$ cat src/upscale_cfg_pkg.sv
package upscale_cfg_pkg;

    // Pixel format and frame limits of the upscaler.
    localparam int PIX_W     = 8;
    localparam int MAX_COLS  = 128;
    localparam int MAX_ROWS  = 255;
    localparam int ROW_SLOTS = 3;

    localparam int COL_W    = $clog2(MAX_COLS);
    localparam int WIDTH_W  = $clog2(MAX_COLS + 1);
    localparam int HEIGHT_W = $clog2(MAX_ROWS + 1);
    localparam int OCOL_W   = COL_W + 1;
    localparam int SLOT_W   = $clog2(ROW_SLOTS + 1);
    localparam int OUT_COLS = 2 * MAX_COLS;

    typedef logic [PIX_W-1:0]    pixel_t;
    typedef logic [COL_W-1:0]    col_t;
    typedef logic [WIDTH_W-1:0]  width_t;
    typedef logic [HEIGHT_W-1:0] height_t;
    typedef logic [OCOL_W-1:0]   ocol_t;
    typedef logic [SLOT_W-1:0]   slot_t;

    // Row slots are used as a ring.
    function automatic slot_t next_slot(input slot_t s);
        if (s == slot_t'(ROW_SLOTS - 1)) begin
            return '0;
        end
        return s + 1'b1;
    endfunction

endpackage

$ cat src/upscale_ctrl_pkg.sv
package upscale_ctrl_pkg;

    localparam int APB_AW = 4;
    localparam int APB_DW = 32;

    localparam logic [APB_AW-1:0] REG_CTRL   = 4'h0;
    localparam logic [APB_AW-1:0] REG_PIXEL  = 4'h4;
    localparam logic [APB_AW-1:0] REG_STATUS = 4'h8;

    typedef enum logic [2:0] {
        IDLE,
        WAIT_ROWS,
        EVEN_ROW,
        ODD_ROW,
        RELEASE,
        DONE
    } seq_state_t;

    // BOTTOM is an odd output row, served from the output line memory.
    typedef enum logic [1:0] {
        TOP_LEFT,
        TOP_RIGHT,
        BOTTOM
    } pix_phase_t;

endpackage

$ cat src/out_row_select.sv
`timescale 1ns/1ps

module out_row_select
    import upscale_cfg_pkg::*;
    import upscale_ctrl_pkg::*;
(
    input  logic       clk,
    input  logic       rst,
    input  logic       sel_en,
    input  pix_phase_t phase,
    input  ocol_t      ocol,
    input  pixel_t     p_a0,
    input  pixel_t     p_a1,
    input  pixel_t     p_b0,
    input  pixel_t     p_b1,
    output pixel_t     sel_pixel
);

    // Odd output row, filled while the even row above it is produced.
    pixel_t line_mem [OUT_COLS];

    logic [PIX_W:0]   sum_h;
    logic [PIX_W:0]   sum_v;
    logic [PIX_W+1:0] sum_q;
    pixel_t           avg_h;
    pixel_t           avg_v;
    pixel_t           avg_q;
    pixel_t           bottom_val;
    logic             wr_en;

    // Rounded averages of two and of four neighbours.
    assign sum_h = p_a0 + p_a1 + 1'b1;
    assign sum_v = p_a0 + p_b0 + 1'b1;
    assign sum_q = p_a0 + p_a1 + p_b0 + p_b1 + 2'd2;
    assign avg_h = sum_h[PIX_W:1];
    assign avg_v = sum_v[PIX_W:1];
    assign avg_q = sum_q[PIX_W+1:2];

    always_comb begin
        case (phase)
            TOP_LEFT: begin
                sel_pixel  = p_a0;
                bottom_val = avg_v;
            end
            TOP_RIGHT: begin
                sel_pixel  = avg_h;
                bottom_val = avg_q;
            end
            default: begin
                sel_pixel  = line_mem[ocol];
                bottom_val = avg_v;
            end
        endcase
    end

    assign wr_en = sel_en && (phase != BOTTOM);

    // No line memory writes happen while reset is asserted.
    always_ff @(posedge clk) begin
        if (rst && wr_en) begin
            line_mem[ocol] <= bottom_val;
        end
    end

endmodule

$ cat config.mk
export PLATFORM = sky130hd
export DESIGN_NAME = out_row_select
export DESIGN_NICKNAME = d
export VERILOG_FILES = /design/src/upscale_cfg_pkg.sv /design/src/upscale_ctrl_pkg.sv /design/src/out_row_select.sv
export SDC_FILE = /design/constraint.sdc
export NUM_CORES = 2
export LEC_CHECK = 0
export BUFFER_PORTS_ARGS = -buffer_cell sky130_fd_sc_hd__buf_2
export CORE_AREA = 3 3 455 457
export CTS_CLUSTER_DIAMETER = 120
export CTS_CLUSTER_SIZE = 20
export DETAILED_ROUTE_END_ITERATION = 10
export DIE_AREA = 0 0 458 460
export GPL_TIMING_DRIVEN = 1
export PLACE_DENSITY = 0.61
export SYNTH_ARGS = -nofsm -noshare
export SYNTH_HDL_FRONTEND = slang
export SYNTH_SLANG_ARGS = --single-unit
$ cat constraint.sdc
create_clock -name clk -period 17.3 [get_ports clk]
set_clock_uncertainty 0.1 [all_clocks]
set_input_delay 3.46 -clock clk [delete_from_list [all_inputs] [get_ports clk]]
set_output_delay 3.46 -clock clk [all_outputs]
set_load 0.05 [all_outputs]
==> metrics <==
Root Buffer=clkbuf_16; min-delay worst type=in2reg; worst vdd ir=0.08763 mV; ys async rst share=0%; Post-Synthesis Net Count=4,098; cell area after technology mapping=81,040 sq um; max FFs per register=2,048; GPL Wtd Cong=0.8774; RSZ-0062 raised after global routing=no; first-pass GRT wire length=306.4 mm; CTS max path bufs=3; Post-CTS Resized=0; number of fill cells in the layout=17.59k; Area Growth Syn to Fin=7.692%; worst relative slew slack=11.01%; critical path endpoint category=primary output; worst setup path category=in2out; Final HPWL DP=133.3 mm; gr busiest metal=met2; I/O pin count=53; Via Count=40.44k; initial antenna violation count=5; Final #Nets=4,128; maximum clock rate=0.08126 GHz; sequential-to-total area share from yosys stat=75.89%; register bank with the most flops=line_mem; post-synth top area share=75.89%; Area contributors post-synth=edfxtp_1 (76%), mux4_2 (12%), mux2i_1 (2.6%); die area=210,700 sq um; count of final hold-check violations=0; Least-Margin Pin Slew=1327 ps; Avg WL per Cell=31.93 um; Final min period=12,310 ps; Critical Path RT=13,740 ps; TritonRoute pass-1 iters=6; number of global-route vias before repair=39.84k; layout cells sized above 1=18.33%; post-layout util=42.79%; Synth Instances=4,012; std cell rows=166; largest net degree at the start of global routing=195; Max Cap Violations=0; dominant cell type by area after synthesis=edfxtp_1; met3 usage in global routing=3.158%; Final Cycle Share=71.13%; ANT nets after route=0; top flop regs=line_mem x2048; status=finished, final reports clean; DR vias/cell=6.000; Sink Count=2,048; Initial Util=39.73%; Mean Syn Cell Area=20.20 sq um; Post-synth EDFFs=2,048; setup TNS=0 ps; hold-fix buffers at CTS=0; DR DRC count=0; CP arrival=8750 ps; post-synthesis cell type count=69; startpoint types=input port; pwr/cell area=108.5 nW/um^2; Congestion Overflow GR=0; TritonCTS clock tree=built; die height=460 um; number of post-CTS setup repair buffers=0; #FFs+latches synth=2,048; 1st-iter DRT viols=5,324; grt met1 use=28.96%; Primary FF master, synth=edfxtp_1; Lkg Pwr=26.26 nW; met2 Use GR=31.80%; Setup Viol. Count Final=0; clock slew at reported path FFs=80 ps; CTS buffer count=112; port bufs=52; Global Route Usage Sum=20.24%; Die X-Extent=458 um; maximum fanout along the worst path=111; Max Slew Vio Count=0; final WL=215.3 mm; CORE AREA=204,000 sq um; H-tree level count=3; Ys Warns=0
## kinds of logic after synthesis
family	after synthesis	share of synthesized area, %
DFF	2048	75.89
muxes	666	14.90
and+or+nand+nor	558	3.040
AOI/OAI and AO/OA	402	3.355
buffers and inverters	287	1.918
adders and majority gates	41	0.7905
xor gates and xnor gates	10	0.1081
## Yosys cell counts, drive strengths merged, types with 58 or more instances
master / n
nand2: 83
mux4: 430
a22oi: 89
inv: 59
a21oi: 73
o21ai: 59
nor2: 306
o22ai: 58
buf: 147
mux2i: 213
clkbuf: 78
edfxtp: 2048
## area by class of cell
type,count,area (sq um),share of cell area (%)
flip-flops and latches,2048,61500,70.47
multi-input cells,1677,18150,20.80
well taps,2688,3363,3.854
clock buffers,113,2828,3.240
repair buffers,141,1057,1.211
inverters,62,235.2,0.2695
clock inverters,7,122.6,0.1405
diodes,5,12.51,0.01434
## layer usage
metal / wire (um) / share of wire (%)
met5: 0 / 0
met4: 7651 / 3.6
met3: 18550 / 8.6
met2: 101400 / 47
met1: 87610 / 41
## placed cells by master, fill, tap and decap left out, drive strengths merged, types with 13 or more instances in the layout
cell    Yosys  layout
edfxtp   2048    2048
mux4      430     430
nor2      306     306
mux2i     213     213
buf       147     141
clkbuf     78     113
a22oi      89      89
nand2      83      83
a21oi      73      73
inv        59      63
o21ai      59      59
o22ai      58      58
nand3      48      48
a221oi     31      31
nor2b      26      26
ha         24      24
mux2       23      23
nor3       19      19
nor4       18      18
a211oi     17      17
fa         17      17
nand4      16      16
nand2b     14      14
a31oi      13      13
## worst max-delay path, cell delays in order
cell and delay (ps):
buf_8 510, buf_12 630, buf_4 730, mux4_2 430
mux4_2 510, a22oi_1 720, a21oi_1 310, a21oi_1 450
o21ai_1 360, o21a_1 210, buf_2 210
## stage by stage
step / power (mW) / hold WS, ps / cells / instance area, sq um / setup slack [ps]
6_report: 9.473 / 3349 / 6741 / 87270 / 4994
5_1_grt: 9.749 / 3372 / 6736 / 87260 / 4986
4_1_cts: 9.520 / 3293 / 6735 / 87240 / 5140
3_5_place_dp: 6.884 / 4136 / 6615 / 84290 / 5149
3_3_place_gp: 6.851 / 4131 / 6615 / 84290 / 5104
2_1_floorplan: 6.595 / 4045 / 4012 / 81060 / 804.4
## worst paths after layout
check / start / to / slack, ps / depth (start not counted)
setup / recovery: ocol[1] / sel_pixel[1] / 4990 / 11
hold / removal: p_b0[6] / line_mem[233][5] / 3350 / 5
## power by group
group	switching, mW	internal [mW]	total [mW]	leakage (nW)
clock network	1.53	1.18	2.71	1.45
registers	0.00117	5.81	5.81	18.1
logic	0.741	0.213	0.954	6.72
Power figures use the tool's default switching activity.
