==> src/upscale_cfg_pkg.sv <==
package upscale_cfg_pkg;

    // Pixel format and frame limits of the upscaler.
    localparam int PIX_W     = 8;
    localparam int MAX_COLS  = 128;
    localparam int MAX_ROWS  = 255;
    localparam int ROW_SLOTS = 3;

    localparam int COL_W    = $clog2(MAX_COLS);
    localparam int WIDTH_W  = $clog2(MAX_COLS + 1);
    localparam int HEIGHT_W = $clog2(MAX_ROWS + 1);
    localparam int OCOL_W   = COL_W + 1;
    localparam int SLOT_W   = $clog2(ROW_SLOTS + 1);
    localparam int OUT_COLS = 2 * MAX_COLS;

    typedef logic [PIX_W-1:0]    pixel_t;
    typedef logic [COL_W-1:0]    col_t;
    typedef logic [WIDTH_W-1:0]  width_t;
    typedef logic [HEIGHT_W-1:0] height_t;
    typedef logic [OCOL_W-1:0]   ocol_t;
    typedef logic [SLOT_W-1:0]   slot_t;

    // Row slots are used as a ring.
    function automatic slot_t next_slot(input slot_t s);
        if (s == slot_t'(ROW_SLOTS - 1)) begin
            return '0;
        end
        return s + 1'b1;
    endfunction

endpackage

==> src/upscale_ctrl_pkg.sv <==
package upscale_ctrl_pkg;

    localparam int APB_AW = 4;
    localparam int APB_DW = 32;

    localparam logic [APB_AW-1:0] REG_CTRL   = 4'h0;
    localparam logic [APB_AW-1:0] REG_PIXEL  = 4'h4;
    localparam logic [APB_AW-1:0] REG_STATUS = 4'h8;

    typedef enum logic [2:0] {
        IDLE,
        WAIT_ROWS,
        EVEN_ROW,
        ODD_ROW,
        RELEASE,
        DONE
    } seq_state_t;

    // BOTTOM is an odd output row, served from the output line memory.
    typedef enum logic [1:0] {
        TOP_LEFT,
        TOP_RIGHT,
        BOTTOM
    } pix_phase_t;

endpackage

==> src/apb_pixel_port.sv <==
`timescale 1ns/1ps

module apb_pixel_port
    import upscale_cfg_pkg::*;
    import upscale_ctrl_pkg::*;
(
    input  logic              clk,
    input  logic              rst,
    input  logic [APB_AW-1:0] paddr,
    input  logic              psel,
    input  logic              penable,
    input  logic              pwrite,
    input  logic [APB_DW-1:0] pwdata,
    output logic [APB_DW-1:0] prdata,
    output logic              pready,
    output logic              pslverr,
    input  logic              row_full,
    input  slot_t             rows_held,
    input  logic              frame_done_evt,
    output logic              pix_wr,
    output pixel_t            pix_data,
    output col_t              pix_col,
    output logic              row_end,
    output logic              frame_start,
    output width_t            cfg_width,
    output height_t           cfg_height,
    output logic              busy
);

    logic    is_ctrl;
    logic    is_pixel;
    logic    is_status;
    logic    pix_stall;
    logic    in_active;
    logic    frame_done;
    height_t in_row;

    assign is_ctrl   = paddr == REG_CTRL;
    assign is_pixel  = paddr == REG_PIXEL;
    assign is_status = paddr == REG_STATUS;

    // A pixel write waits here until the row store has a free slot.
    assign pix_stall = is_pixel && pwrite && in_active && row_full;
    assign pready    = psel && penable && !pix_stall;
    assign pslverr   = pready && (!(is_ctrl || is_pixel || is_status) ||
                                  (is_pixel && pwrite && !in_active));

    assign pix_wr   = pready && pwrite && is_pixel && in_active;
    assign pix_data = pwdata[PIX_W-1:0];
    assign row_end  = pix_col == col_t'(cfg_width - 1'b1);

    always_comb begin
        prdata = '0;
        case (paddr)
            REG_CTRL:   prdata[15:0] = {cfg_height, cfg_width};
            REG_STATUS: prdata[5:0]  = {rows_held, 2'b00, frame_done, busy};
            default:    prdata = '0;
        endcase
    end

    always_ff @(posedge clk) begin
        if (!rst) begin
            cfg_width   <= '0;
            cfg_height  <= '0;
            frame_start <= 1'b0;
            in_active   <= 1'b0;
            busy        <= 1'b0;
            frame_done  <= 1'b0;
            pix_col     <= '0;
            in_row      <= '0;
        end else begin
            frame_start <= 1'b0;
            if (frame_done_evt) begin
                busy       <= 1'b0;
                frame_done <= 1'b1;
            end
            if (pready && pwrite && is_ctrl) begin
                cfg_width   <= pwdata[7:0];
                cfg_height  <= pwdata[15:8];
                frame_start <= 1'b1;
                in_active   <= 1'b1;
                busy        <= 1'b1;
                frame_done  <= 1'b0;
                pix_col     <= '0;
                in_row      <= '0;
            end else if (pix_wr) begin
                if (row_end) begin
                    pix_col <= '0;
                    in_row  <= in_row + 1'b1;
                    // The input side of the frame closes after its last row.
                    if (in_row == cfg_height - 1'b1) begin
                        in_active <= 1'b0;
                    end
                end else begin
                    pix_col <= pix_col + 1'b1;
                end
            end
        end
    end

endmodule

==> config.mk <==
export PLATFORM = sky130hd
export DESIGN_NAME = apb_pixel_port
export DESIGN_NICKNAME = d
export VERILOG_FILES = /design/src/upscale_cfg_pkg.sv /design/src/upscale_ctrl_pkg.sv /design/src/apb_pixel_port.sv
export SDC_FILE = /design/constraint.sdc
export NUM_CORES = 1
export LEC_CHECK = 0
export ABC_AREA = 0
export BUFFER_PORTS_ARGS = -buffer_cell sky130_fd_sc_hd__clkbuf_2
export CAP_MARGIN = 20
export CORE_MARGIN = 1.5
export CORE_UTILIZATION = 30
export CTS_BUF_LIST = sky130_fd_sc_hd__clkbuf_8 sky130_fd_sc_hd__clkbuf_16
export DETAILED_ROUTE_END_ITERATION = 7
export GPL_TIMING_DRIVEN = 0
export SYNTH_ARGS = -nofsm -noshare
export SYNTH_HDL_FRONTEND = slang
export SYNTH_SLANG_ARGS = --single-unit
==> constraint.sdc <==
create_clock -name clk -period 3.6 [get_ports clk]
set_input_delay 0.54 -clock clk [delete_from_list [all_inputs] [get_ports clk]]
set_output_delay 0.54 -clock clk [all_outputs]
set_load 0.05 [all_outputs]
==> qor.log <==
[grt] number of global-route vias before repair 1739
[synthesis] share of async-settable or async-resettable flops after synthesis 0%
[worst_setup_path] slowest stage cell on the critical path dfxtp_1
[placed_design] routability cong. 0.771
[route] Vias 2020
[route] wire length reported by the detailed router 5400 um
[worst_setup_path] required time at the worst-slack endpoint 3060 ps
[synthesis] post-synthesis instance area 2130 sq um
[synthesis] Adder-Cell Fraction of Synth Area 2.34%
[synthesis] cell types occupying the most area after synthesis dfxtp_1 (33%), buf_4 (8.4%), xnor2_1 (4.9%), xor2_1 (4.9%), a22o_1 (4.5%)
[floorplan] number of rows in the core area 30
[floorplan] Die Wd 87.4 um
[worst_setup_path] critical path's top delay family compound AO/OA/AOI/OAI gates
[synthesis] number of flops mapped to enable cells by yosys 0
[pwr] Power per Cell Area 299 nW/um^2
[cts] deepest clock path buffer count 2
[worst_setup_path] Worst setup EP type primary output
[cells_and_area] number of filler instances in the final layout 751
[synthesis] number of unique standard cell types used by synthesis 46
[route] initial DRC count 55
[sta] pins over their slew limit 0
[pwr] Max IR drop VDD 145 uV
[worst_hold_path] worst min-delay path class in -> reg
[synthesis] share of the synthesized area in the top cell type 32.8%
[placed_design] post-placement cell area 2710 sq um
[sta] time the worst path needs with I/O delays and setup 2980 ps
[cts] TritonCTS clock tree built
[cts] clock tree root buffer cell clkbuf_8
[worst_setup_path] Worst Path Class, Setup reg -> out
[sta] Final setup viols 0
[worst_setup_path] Buf/Inv on CP 4
[worst_setup_path] CP Cell Sequence inv_1 -> ha_1 -> and3b_2 -> o21a_1 -> o32ai_1 -> or2_1 -> buf_6 -> inv_1 -> clkbuf_2
[worst_setup_path] dominant cell type by count on the critical path inv_1
[cts] clock sink count 35
[floorplan] effective utilization at floorplan 31.2%
[cells_and_area] multi-input gate area in the final layout 1230 sq um
[grt] total routing resource utilization after global routing 14.2%
[cells_and_area] proportion of layout cells with a drive suffix above 1 33.8%
[synthesis] Gate Count Post-Synth 255
[synthesis] Synthesis Warnings 0
[floorplan] area of the placeable core 6830 sq um
[synthesis] synthesis-stage register bit count 35
[synthesis] proportion of synthesized chip area in sequential cells 32.8%
[synthesis] dominant combinational cell family by area after synthesis simple AND/OR/NAND/NOR gates
[cts] register clock-pin slew on the reported worst setup and hold paths 70 ps
[sta] setup repair after global routing missed its margin false
[pwr] Leak Pwr 0.00135 uW
[synthesis] fraction of the mapped netlist area in simple logic gates 24.4%
[worst_setup_path] highest net fanout along the worst path 10
[cells_and_area] net total in the final layout 406
[cts] clock insertion delay at the later pin of the skew report 280 ps
[placed_design] Placed Cells incl. Taps 446
[cts] H-tree depth 2
[synthesis] most frequently used cell type in the post-synthesis netlist dfxtp_1
[cts] TritonCTS Buffers 5
[route] Antenna Nets Post-Route 0
[synthesis] xor-xnor portion of the synthesized cell area 9.85%
[worst_setup_path] worst-case register-to-register setup slack 1230 ps
[sta] Final Skew 5.83 ps
[synthesis] multiplexer share of the synthesized area 3.28%
[sta] slew margin rel. 49.4%
[route] number of detailed-route iterations in the first pass 5
[floorplan] die height 87.4 um
[synthesis] complex-gate fraction of the synthesized area 14.9%
[cells_and_area] number of antenna repair diodes 0
[grt] total overflow reported by the global router 0
[grt] pin count of the biggest net entering global routing 11
[sta] final-report hold violation count 0
[sta] measured slew at the worst slew-check pin 758 ps
[flow_run] Max-cap violations 0
[cts] number of setup buffers added after CTS 0
[cts] post-CTS resize count 0
[synthesis] post-synthesis area per instance 8.37 sq um
[sta] setup_tns 0 ps
[synthesis] predominant post-synthesis flop cell dfxtp_1
[worst_setup_path] delay contributed by the slowest stage of the critical path 460 ps
[sta] final worst path period share 82.7%
[cells_and_area] final instance area 2810 sq um
[floorplan] die footprint 7630 sq um
[worst_setup_path] startpoint type of the worst setup path flip-flop
[grt] number of antenna violations at the first check in global routing 0
[cells_and_area] sequential cell area in the final layout 701 sq um
[cells_and_area] layout overhead on the synthesized area 31.7%
[synthesis] Post-synth top cells dfxtp_1 (35), buf_4 (24), nor2_1 (21)
[synthesis] leading area contributor after synthesis dfxtp_1
[route] via-per-instance ratio 4.45
[route] routed length per placed instance 11.9 um
[cts] number of buffers added to fix hold violations after cts 0
[route] DRC violations left 0
[grt] wire length of the first global-routing pass 8340 um
[floorplan] top-level I/O count 114
[status] run status complete, no violations
[sta] maximum clock rate 336 MHz
[placed_design] # port buffers 80
[worst_setup_path] arrival time at the worst endpoint 2440 ps
[placed_design] DPL Wire Length 4170 um
[cells_and_area] count of placed standard cells in the final layout, fillers left out 454
## area by class of cell
type,count,share of cell area [%]
Buffer,33,7.97
Clock buffer,7,3.43
Sequential cell,35,24.9
Clock inverter,1,0.134
Tap cell,96,4.27
Multi-Input combinational cell,192,43.7
Inverter,10,1.34
Timing Repair Buffer,80,14.2
## worst register-to-register path: stages (launching register included)
cell	delay (ps)
dfxtp_1	460
inv_1	90
ha_1	320
xnor2_1	130
nor2_1	100
o2111ai_1	160
nor3_2	520
nand4_1	210
a31o_2	290
## layer usage
layer  share of wire, %  routed length, um  track usage, %  vias up
met1                 49               2650            19.3      906
met5                  0                  0               0        -
met4                1.4                 75            4.76        0
met2                 44               2390            22.1       62
met3                5.4                290            3.22        6
li1                   -                  -               -     1046
## per-stage QoR
stage          total power, uW  utilization (%)  setup WS, ps  hold WS, ps
2_1_floorplan              502                -           663          438
3_3_place_gp               533             39.7           793          459
3_5_place_dp               533             39.7           755          466
4_1_cts                    848             41.2           618          443
5_1_grt                    876             41.2           481          455
6_report                   840             41.2           623          455
## path summary, 6_finish.rpt
kind / startpoint / endpoint / cells after the start
max: cfg_width[0] / row_end / 9
min: frame_done_evt / busy / 2
max reg2reg: cfg_width[0] / in_active / 8
min reg2reg: busy / busy / 2
## cells in the final DEF (no fill, tap or decap), types with 11 or more instances in the layout
master	Yosys	layout
and2_1	12	12
xnor2_1	12	12
nor2_1	21	21
nand2_1	18	18
clkbuf_2	0	80
dfxtp_1	35	35
inv_1	10	11
buf_4	24	24
xor2_1	12	12
conb_1	1	16
a22o_1	11	11
## cells by family (layout without fill, tap and decap cells)
| kind of cell | Yosys count | after routing |
|---|---|---|
| compound gates | 45 | 45 |
| simple gates | 96 | 96 |
| other cells | 1 | 16 |
| flops | 35 | 35 |
| fa+ha+maj | 4 | 4 |
| buf+inv | 43 | 131 |
| mux | 7 | 7 |
| xor+xnor | 24 | 24 |
## flip-flops by register name, indices dropped and copies added, names as in the netlist
name and flops:
cfg_height 8, cfg_width 8, in_row 8, pix_col 7, busy 1, frame_done 1
frame_start 1, in_active 1
## power breakdown
group | internal (uW) | switching [uW] | leakage (uW)
Sequential | 389 | 1.70 | 0.000282
Combinational | 41.4 | 92.1 | 0.00101
Clock | 172 | 144 | 0.0000557
Total | 602 | 238 | 0.00135
Note: power is estimated with default switching activity, not from simulation.
