**config.mk**
```make
export PLATFORM = sky130hd
export DESIGN_NAME = upscale_sequencer
export DESIGN_NICKNAME = d
export VERILOG_FILES = /design/src/upscale_cfg_pkg.sv /design/src/upscale_ctrl_pkg.sv /design/src/upscale_sequencer.sv
export SDC_FILE = /design/constraint.sdc
export NUM_CORES = 1
export LEC_CHECK = 0
export ABC_AREA = 1
export BUFFER_PORTS_ARGS = -buffer_cell sky130_fd_sc_hd__buf_2
export CORE_ASPECT_RATIO = 1.1
export CORE_UTILIZATION = 30
export DETAILED_ROUTE_END_ITERATION = 12
export SLEW_MARGIN = 30
export SYNTH_ARGS = -nofsm -noshare
export SYNTH_HDL_FRONTEND = slang
export SYNTH_SLANG_ARGS = --single-unit
```
**constraint.sdc**
```tcl
create_clock -name clk -period 2.4 [get_ports clk]
set_input_delay 0.24 -clock clk [delete_from_list [all_inputs] [get_ports clk]]
set_output_delay 0.24 -clock clk [all_outputs]
set_load 0.02 [all_outputs]
```
**src/upscale_cfg_pkg.sv**
```systemverilog
package upscale_cfg_pkg;

    // Pixel format and frame limits of the upscaler.
    localparam int PIX_W     = 8;
    localparam int MAX_COLS  = 128;
    localparam int MAX_ROWS  = 255;
    localparam int ROW_SLOTS = 3;

    localparam int COL_W    = $clog2(MAX_COLS);
    localparam int WIDTH_W  = $clog2(MAX_COLS + 1);
    localparam int HEIGHT_W = $clog2(MAX_ROWS + 1);
    localparam int OCOL_W   = COL_W + 1;
    localparam int SLOT_W   = $clog2(ROW_SLOTS + 1);
    localparam int OUT_COLS = 2 * MAX_COLS;

    typedef logic [PIX_W-1:0]    pixel_t;
    typedef logic [COL_W-1:0]    col_t;
    typedef logic [WIDTH_W-1:0]  width_t;
    typedef logic [HEIGHT_W-1:0] height_t;
    typedef logic [OCOL_W-1:0]   ocol_t;
    typedef logic [SLOT_W-1:0]   slot_t;

    // Row slots are used as a ring.
    function automatic slot_t next_slot(input slot_t s);
        if (s == slot_t'(ROW_SLOTS - 1)) begin
            return '0;
        end
        return s + 1'b1;
    endfunction

endpackage

```
**src/upscale_ctrl_pkg.sv**
```systemverilog
package upscale_ctrl_pkg;

    localparam int APB_AW = 4;
    localparam int APB_DW = 32;

    localparam logic [APB_AW-1:0] REG_CTRL   = 4'h0;
    localparam logic [APB_AW-1:0] REG_PIXEL  = 4'h4;
    localparam logic [APB_AW-1:0] REG_STATUS = 4'h8;

    typedef enum logic [2:0] {
        IDLE,
        WAIT_ROWS,
        EVEN_ROW,
        ODD_ROW,
        RELEASE,
        DONE
    } seq_state_t;

    // BOTTOM is an odd output row, served from the output line memory.
    typedef enum logic [1:0] {
        TOP_LEFT,
        TOP_RIGHT,
        BOTTOM
    } pix_phase_t;

endpackage

```
**src/upscale_sequencer.sv**
```systemverilog
`timescale 1ns/1ps

module upscale_sequencer
    import upscale_cfg_pkg::*;
    import upscale_ctrl_pkg::*;
(
    input  logic       clk,
    input  logic       rst,
    input  logic       frame_start,
    input  width_t     cfg_width,
    input  height_t    cfg_height,
    input  slot_t      rows_held,
    input  slot_t      oldest_slot,
    input  logic       out_ready,
    input  pixel_t     sel_pixel,
    output logic       rd_en,
    output slot_t      rd_slot_a,
    output slot_t      rd_slot_b,
    output col_t       rd_col,
    output col_t       rd_col_next,
    output logic       row_release,
    output logic       sel_en,
    output pix_phase_t phase,
    output ocol_t      ocol,
    output pixel_t     out_pixel,
    output logic       out_valid,
    output logic       out_last,
    output logic       frame_done_evt
);

    seq_state_t state;
    height_t    in_row;
    ocol_t      ocol_cnt;
    ocol_t      last_ocol;
    col_t       cur_col;
    col_t       last_col;
    logic       last_row;
    logic       rows_ready;
    logic       issue;
    logic       row_done;
    logic       issue_last;
    logic       s1_last;
    logic       out_fire;
    logic       skid_valid;
    logic       skid_last;
    pixel_t     skid_pixel;

    assign last_row   = in_row == cfg_height - 1'b1;
    assign last_ocol  = ocol_t'({cfg_width, 1'b0} - 1'b1);
    assign last_col   = col_t'(cfg_width - 1'b1);
    assign cur_col    = ocol_cnt[OCOL_W-1:1];
    assign rows_ready = last_row ? (rows_held != '0) : (rows_held >= slot_t'(2));
    assign out_fire   = out_valid && out_ready;

    // A new pixel is only started when the skid register is sure to have room for it.
    assign issue      = ((state == EVEN_ROW) || (state == ODD_ROW)) && !skid_valid &&
                        (out_ready || !out_valid);
    assign row_done   = issue && (ocol_cnt == last_ocol);
    assign issue_last = row_done && (state == ODD_ROW) && last_row;

    // On the last input row the row below is the same row.
    assign rd_en       = issue && (state == EVEN_ROW);
    assign rd_slot_a   = oldest_slot;
    assign rd_slot_b   = last_row ? oldest_slot : next_slot(oldest_slot);
    assign rd_col      = cur_col;
    assign rd_col_next = (cur_col == last_col) ? cur_col : cur_col + 1'b1;
    assign row_release = state == RELEASE;

    always_ff @(posedge clk) begin
        if (!rst) begin
            state    <= IDLE;
            in_row   <= '0;
            ocol_cnt <= '0;
        end else if (frame_start) begin
            state    <= WAIT_ROWS;
            in_row   <= '0;
            ocol_cnt <= '0;
        end else begin
            case (state)
                WAIT_ROWS: begin
                    if (rows_ready) begin
                        state <= EVEN_ROW;
                    end
                end
                EVEN_ROW, ODD_ROW: begin
                    if (row_done) begin
                        ocol_cnt <= '0;
                        state    <= (state == EVEN_ROW) ? ODD_ROW : RELEASE;
                    end else if (issue) begin
                        ocol_cnt <= ocol_cnt + 1'b1;
                    end
                end
                RELEASE: begin
                    if (last_row) begin
                        state <= DONE;
                    end else begin
                        in_row <= in_row + 1'b1;
                        state  <= WAIT_ROWS;
                    end
                end
                DONE: begin
                    if (out_fire && out_last) begin
                        state <= IDLE;
                    end
                end
                default: state <= state;
            endcase
        end
    end

    always_ff @(posedge clk) begin
        if (!rst || frame_start) begin
            sel_en  <= 1'b0;
            s1_last <= 1'b0;
        end else begin
            sel_en  <= issue;
            s1_last <= issue_last;
        end
    end

    always_ff @(posedge clk) begin
        if (issue) begin
            phase <= (state == ODD_ROW) ? BOTTOM : (ocol_cnt[0] ? TOP_RIGHT : TOP_LEFT);
            ocol  <= ocol_cnt;
        end
    end

    // The selected pixel goes to the output register, or to the skid register when
    // the output is held.
    always_ff @(posedge clk) begin
        if (!rst || frame_start) begin
            out_valid      <= 1'b0;
            out_last       <= 1'b0;
            skid_valid     <= 1'b0;
            skid_last      <= 1'b0;
            frame_done_evt <= 1'b0;
        end else begin
            frame_done_evt <= out_fire && out_last;
            if (out_fire || !out_valid) begin
                if (skid_valid) begin
                    out_valid  <= 1'b1;
                    out_last   <= skid_last;
                    skid_valid <= 1'b0;
                end else begin
                    out_valid <= sel_en;
                    out_last  <= s1_last;
                end
            end else if (sel_en) begin
                skid_valid <= 1'b1;
                skid_last  <= s1_last;
            end
        end
    end

    always_ff @(posedge clk) begin
        if (out_fire || !out_valid) begin
            out_pixel <= skid_valid ? skid_pixel : sel_pixel;
        end
        if (!skid_valid && sel_en && out_valid && !out_ready) begin
            skid_pixel <= sel_pixel;
        end
    end

endmodule

```
==> impl_metrics.csv <==
group,metric,value,unit
pwr,switching_share,26.2,%
pwr,p_sw,0.487,mW
synthesis,synth-seq-cells,52,
floorplanning,core_region_area,9890,µm²
floorplanning,die_w,98.5,µm
clock_network,numClockSinks,52,
critical_path,regToRegEndpoint,"state[1]",
global_route,grt_first_pass_wirelength,11400,µm
sta,slew_viol_final,0,
global_route,grt_usage,13.3,%
layout,drive_above_1_share,25.7,%
pwr,clkPwrFrac,31.8,%
critical_path,cp-start-kind,"primary input",
sta,relSlewSlack,56.1,%
detailed_routing,drc,0,
sta,finClkSkew,0.00724,ns
critical_path,r2r_slack,0.48,ns
sta,max_freq,449,MHz
pwr,p_leak,1.72,nW
critical_path,crit_start,"cfg_width[0]",
critical_path,cp.required,2.16,ns
global_route,overflow,0,
critical_path,path_max_fanout,6,
critical_path,cp_slowest_stage_delay,0.35,ns
sta,worst_pin_slew,0.657,ns
sta,setup_tns,0,ns
clock_network,cts-htree-levels,2,
floorplanning,ioPinCount,74,
detailed_routing,wl_met1,3110,µm
detailed_routing,drtPass1Iterations,8,
floorplanning,dieArea,10600,µm²
layout,area_delta_synth_final,20.0,%
sta,period_needed,2.23,ns
global_route,antenna_found_initial,0,
clock_network,path_clk_slew,0.09,ns
placed_design,placed_area,3550,µm²
synthesis,mappedNetlistNets,436,
critical_path,critPathSlowestCell,"ha_1",
detailed_routing,topRoutingLayerUsed,"met4",
detailed_routing,vias,2727,
placed_design,gp_congestion,0.912,
pwr,power_density,505,nW/µm²
sta,finalSetupViolCount,0,
detailed_routing,drt-initial-drc-count,112,
synthesis,synth_edf_count,26,
status,status,"finished, final reports clean",
hold_path,hold_path.class,"primary input to flop",
synthesis,syn_avg_cell_area,7.70,µm²
layout,fin_area,3680,µm²
critical_path,critPathArrivalTime,1.99,ns
floorplanning,core.rowCount,38,
sta,min_period_over_period,92.7,%
critical_path,critical_path_class,"primary input to output port",
synthesis,netlist_area,3070,µm²
layout,layout.nets,511,
pwr,peakVddDrop,0.224,mV
detailed_routing,route.met3.wl,226,µm
clock_network,hold_buffers,0,
critical_path,crit_top_cell,"nor2_1",
layout,diodes,0,
pwr,report.power.total,1.86,mW
placed_design,portBuffers,72,
pwr,p_int,1.37,mW
pwr,pwr-share-comb,16.1,%
synthesis,yosys_warnings,0,
clock_network,cts_buffers,5,
critical_path,cp-end-kind,"output port",
floorplanning,start_util,31.0,%
clock_network,cts_tree,"done",
global_route,grt_pass1_vias,2498,
critical_path,reg2regPathDepth,11,
synthesis,ys_types,39,
critical_path,path_cells,"buf_2, inv_1, ha_1, xnor2_2, nor2_1, o2111ai_1, nor2_1, nand2_2, nand2_1, nor2_1, xor2_1, buf_2",
layout,layout_common_cells,"nand2_1, buf_2, inv_1",
detailed_routing,ant_nets,0,
detailed_routing,vias_per_cell,4.58,
placed_design,dpl.hpwl,5360,µm
detailed_routing,wire_per_inst,11.4,µm
global_route,grt_max_degree,16,
job,drv_cap,0,
synthesis,synthFlopType,"edfxtp_1",
critical_path,crit_path_end,"rd_col_next[6]",
synthesis,syn_inst,399,
floorplanning,dieHeight,108,µm
detailed_routing,wl,6790,µm
clock_network,clock_latency,0.30,ns
synthesis,ys_async_sr_fraction,0,%
detailed_routing,wl_met2,3350,µm
clock_network,cts_root_buf,"clkbuf_8",
pwr,seq_power_share,52.1,%
sta,final_hold_viol_count,0,
clock_network,clock_path_buffers,2,
synthesis,yosysSeqAreaShare,42.4,%
critical_path,reg2reg_from,"state[1]",
layout,mostFrequentLayoutCell,"nand2_1",
-- how the worst min path moves through the flow --
stage | cells past startpoint | start | to | slack [ns]
detailed placement | 1 | sel_pixel[2] | skid_pixel[2] | 0.44
finish | 1 | sel_pixel[2] | skid_pixel[2] | 0.13
CTS | 1 | sel_pixel[2] | skid_pixel[2] | 0.11
global placement | 1 | sel_pixel[7] | skid_pixel[7] | 0.44
floorplan | 0 | sel_pixel[0] | skid_pixel[0] | 0.34
global route | 1 | sel_pixel[2] | skid_pixel[2] | 0.11
-- sequential cells by signal, indices dropped and copies added (netlist names) --
| register | flops |
|---|---|
| state | 3 |
| ocol_cnt | 8 |
| phase | 2 |
| s1_last | 1 |
| frame_done_evt | 1 |
| ocol | 8 |
| out_last | 1 |
| out_valid | 1 |
| skid_last | 1 |
| sel_en | 1 |
| skid_valid | 1 |
| skid_pixel | 8 |
| in_row | 8 |
| out_pixel | 8 |
-- layout make-up --
type | instances | area [µm²]
inverters | 61 | 231
repair buffers | 79 | 413
fillers | 1054 | 6200
clock inverters | 2 | 35.0
well taps | 120 | 150
flip-flops and latches | 52 | 1310
clock buffers | 6 | 72.6
multi-input cells | 275 | 1480
-- routing by layer --
metal	vias up	GRT usage (%)
met1	1242	16.4
met3	8	2.07
met4	0	3.94
met2	60	24.0
met5	-	0
li1	1417	-
-- stage by stage --
| stage | cells | util [%] | worst slack (ns) | hold slack (ns) |
|---|---|---|---|---|
| 2_1_floorplan | 399 | - | 0.409 | 0.339 |
| 6_report | 595 | 37.3 | 0.174 | 0.127 |
| 3_3_place_gp | 586 | 35.9 | 0.163 | 0.436 |
| 4_1_cts | 594 | 37.0 | 0.0810 | 0.114 |
| 5_1_grt | 595 | 37.3 | -0.00725 | 0.105 |
| 3_5_place_dp | 586 | 35.9 | 0.0984 | 0.436 |
-- synthesized netlist by cell type (all sizes together), types with 5 or more instances --
cell type,number,area (µm²)
inv,59,224
nand2,108,439
xnor2,8,70.1
nand3,36,225
buf,10,72.6
xor2,11,96.3
o21ai,20,100
dfxtp,26,521
nor2,52,245
a21oi,9,45.0
ha,5,62.6
nand4,5,31.3
nor3,9,61.3
edfxtp,26,781
-- power groups by stage --
stage | Sequential [mW] | Clock, mW | Combinational, mW
3_3_place_gp | 0.990 | 0 | 0.292
4_1_cts | 0.970 | 0.614 | 0.298
6_report | 0.968 | 0.592 | 0.300
5_1_grt | 0.972 | 0.646 | 0.337
3_5_place_dp | 0.990 | 0 | 0.297
2_1_floorplan | 1.01 | 0 | 0.181
-- critical path, delay by kind of cell --
| family | cells | cell delay (ns) |
|---|---|---|
| xor+xnor | 2 | 0.29 |
| fa+ha+maj | 1 | 0.35 |
| compound gates | 1 | 0.11 |
| buf+inv | 3 | 0.35 |
| simple gates | 5 | 0.67 |
-- kinds of logic after synthesis --
family	share of synthesized area, %
buffers and inverters	10.0
XOR/XNOR	5.42
adder cells (fa/ha/maj)	2.04
flip-flops	42.4
AO/OA/AOI/OAI	5.99
AND/OR/NAND/NOR	34.1
-- repair_timing --
| item | in CTS | in global routing |
|---|---|---|
| buffers inserted | 0 | 1 |
| endpoints found under the setup margin | 2 | 4 |
| pin swaps | 0 | 1 |
| gates resized for setup | 1 | 6 |
Note: power is estimated with default switching activity, not from simulation.
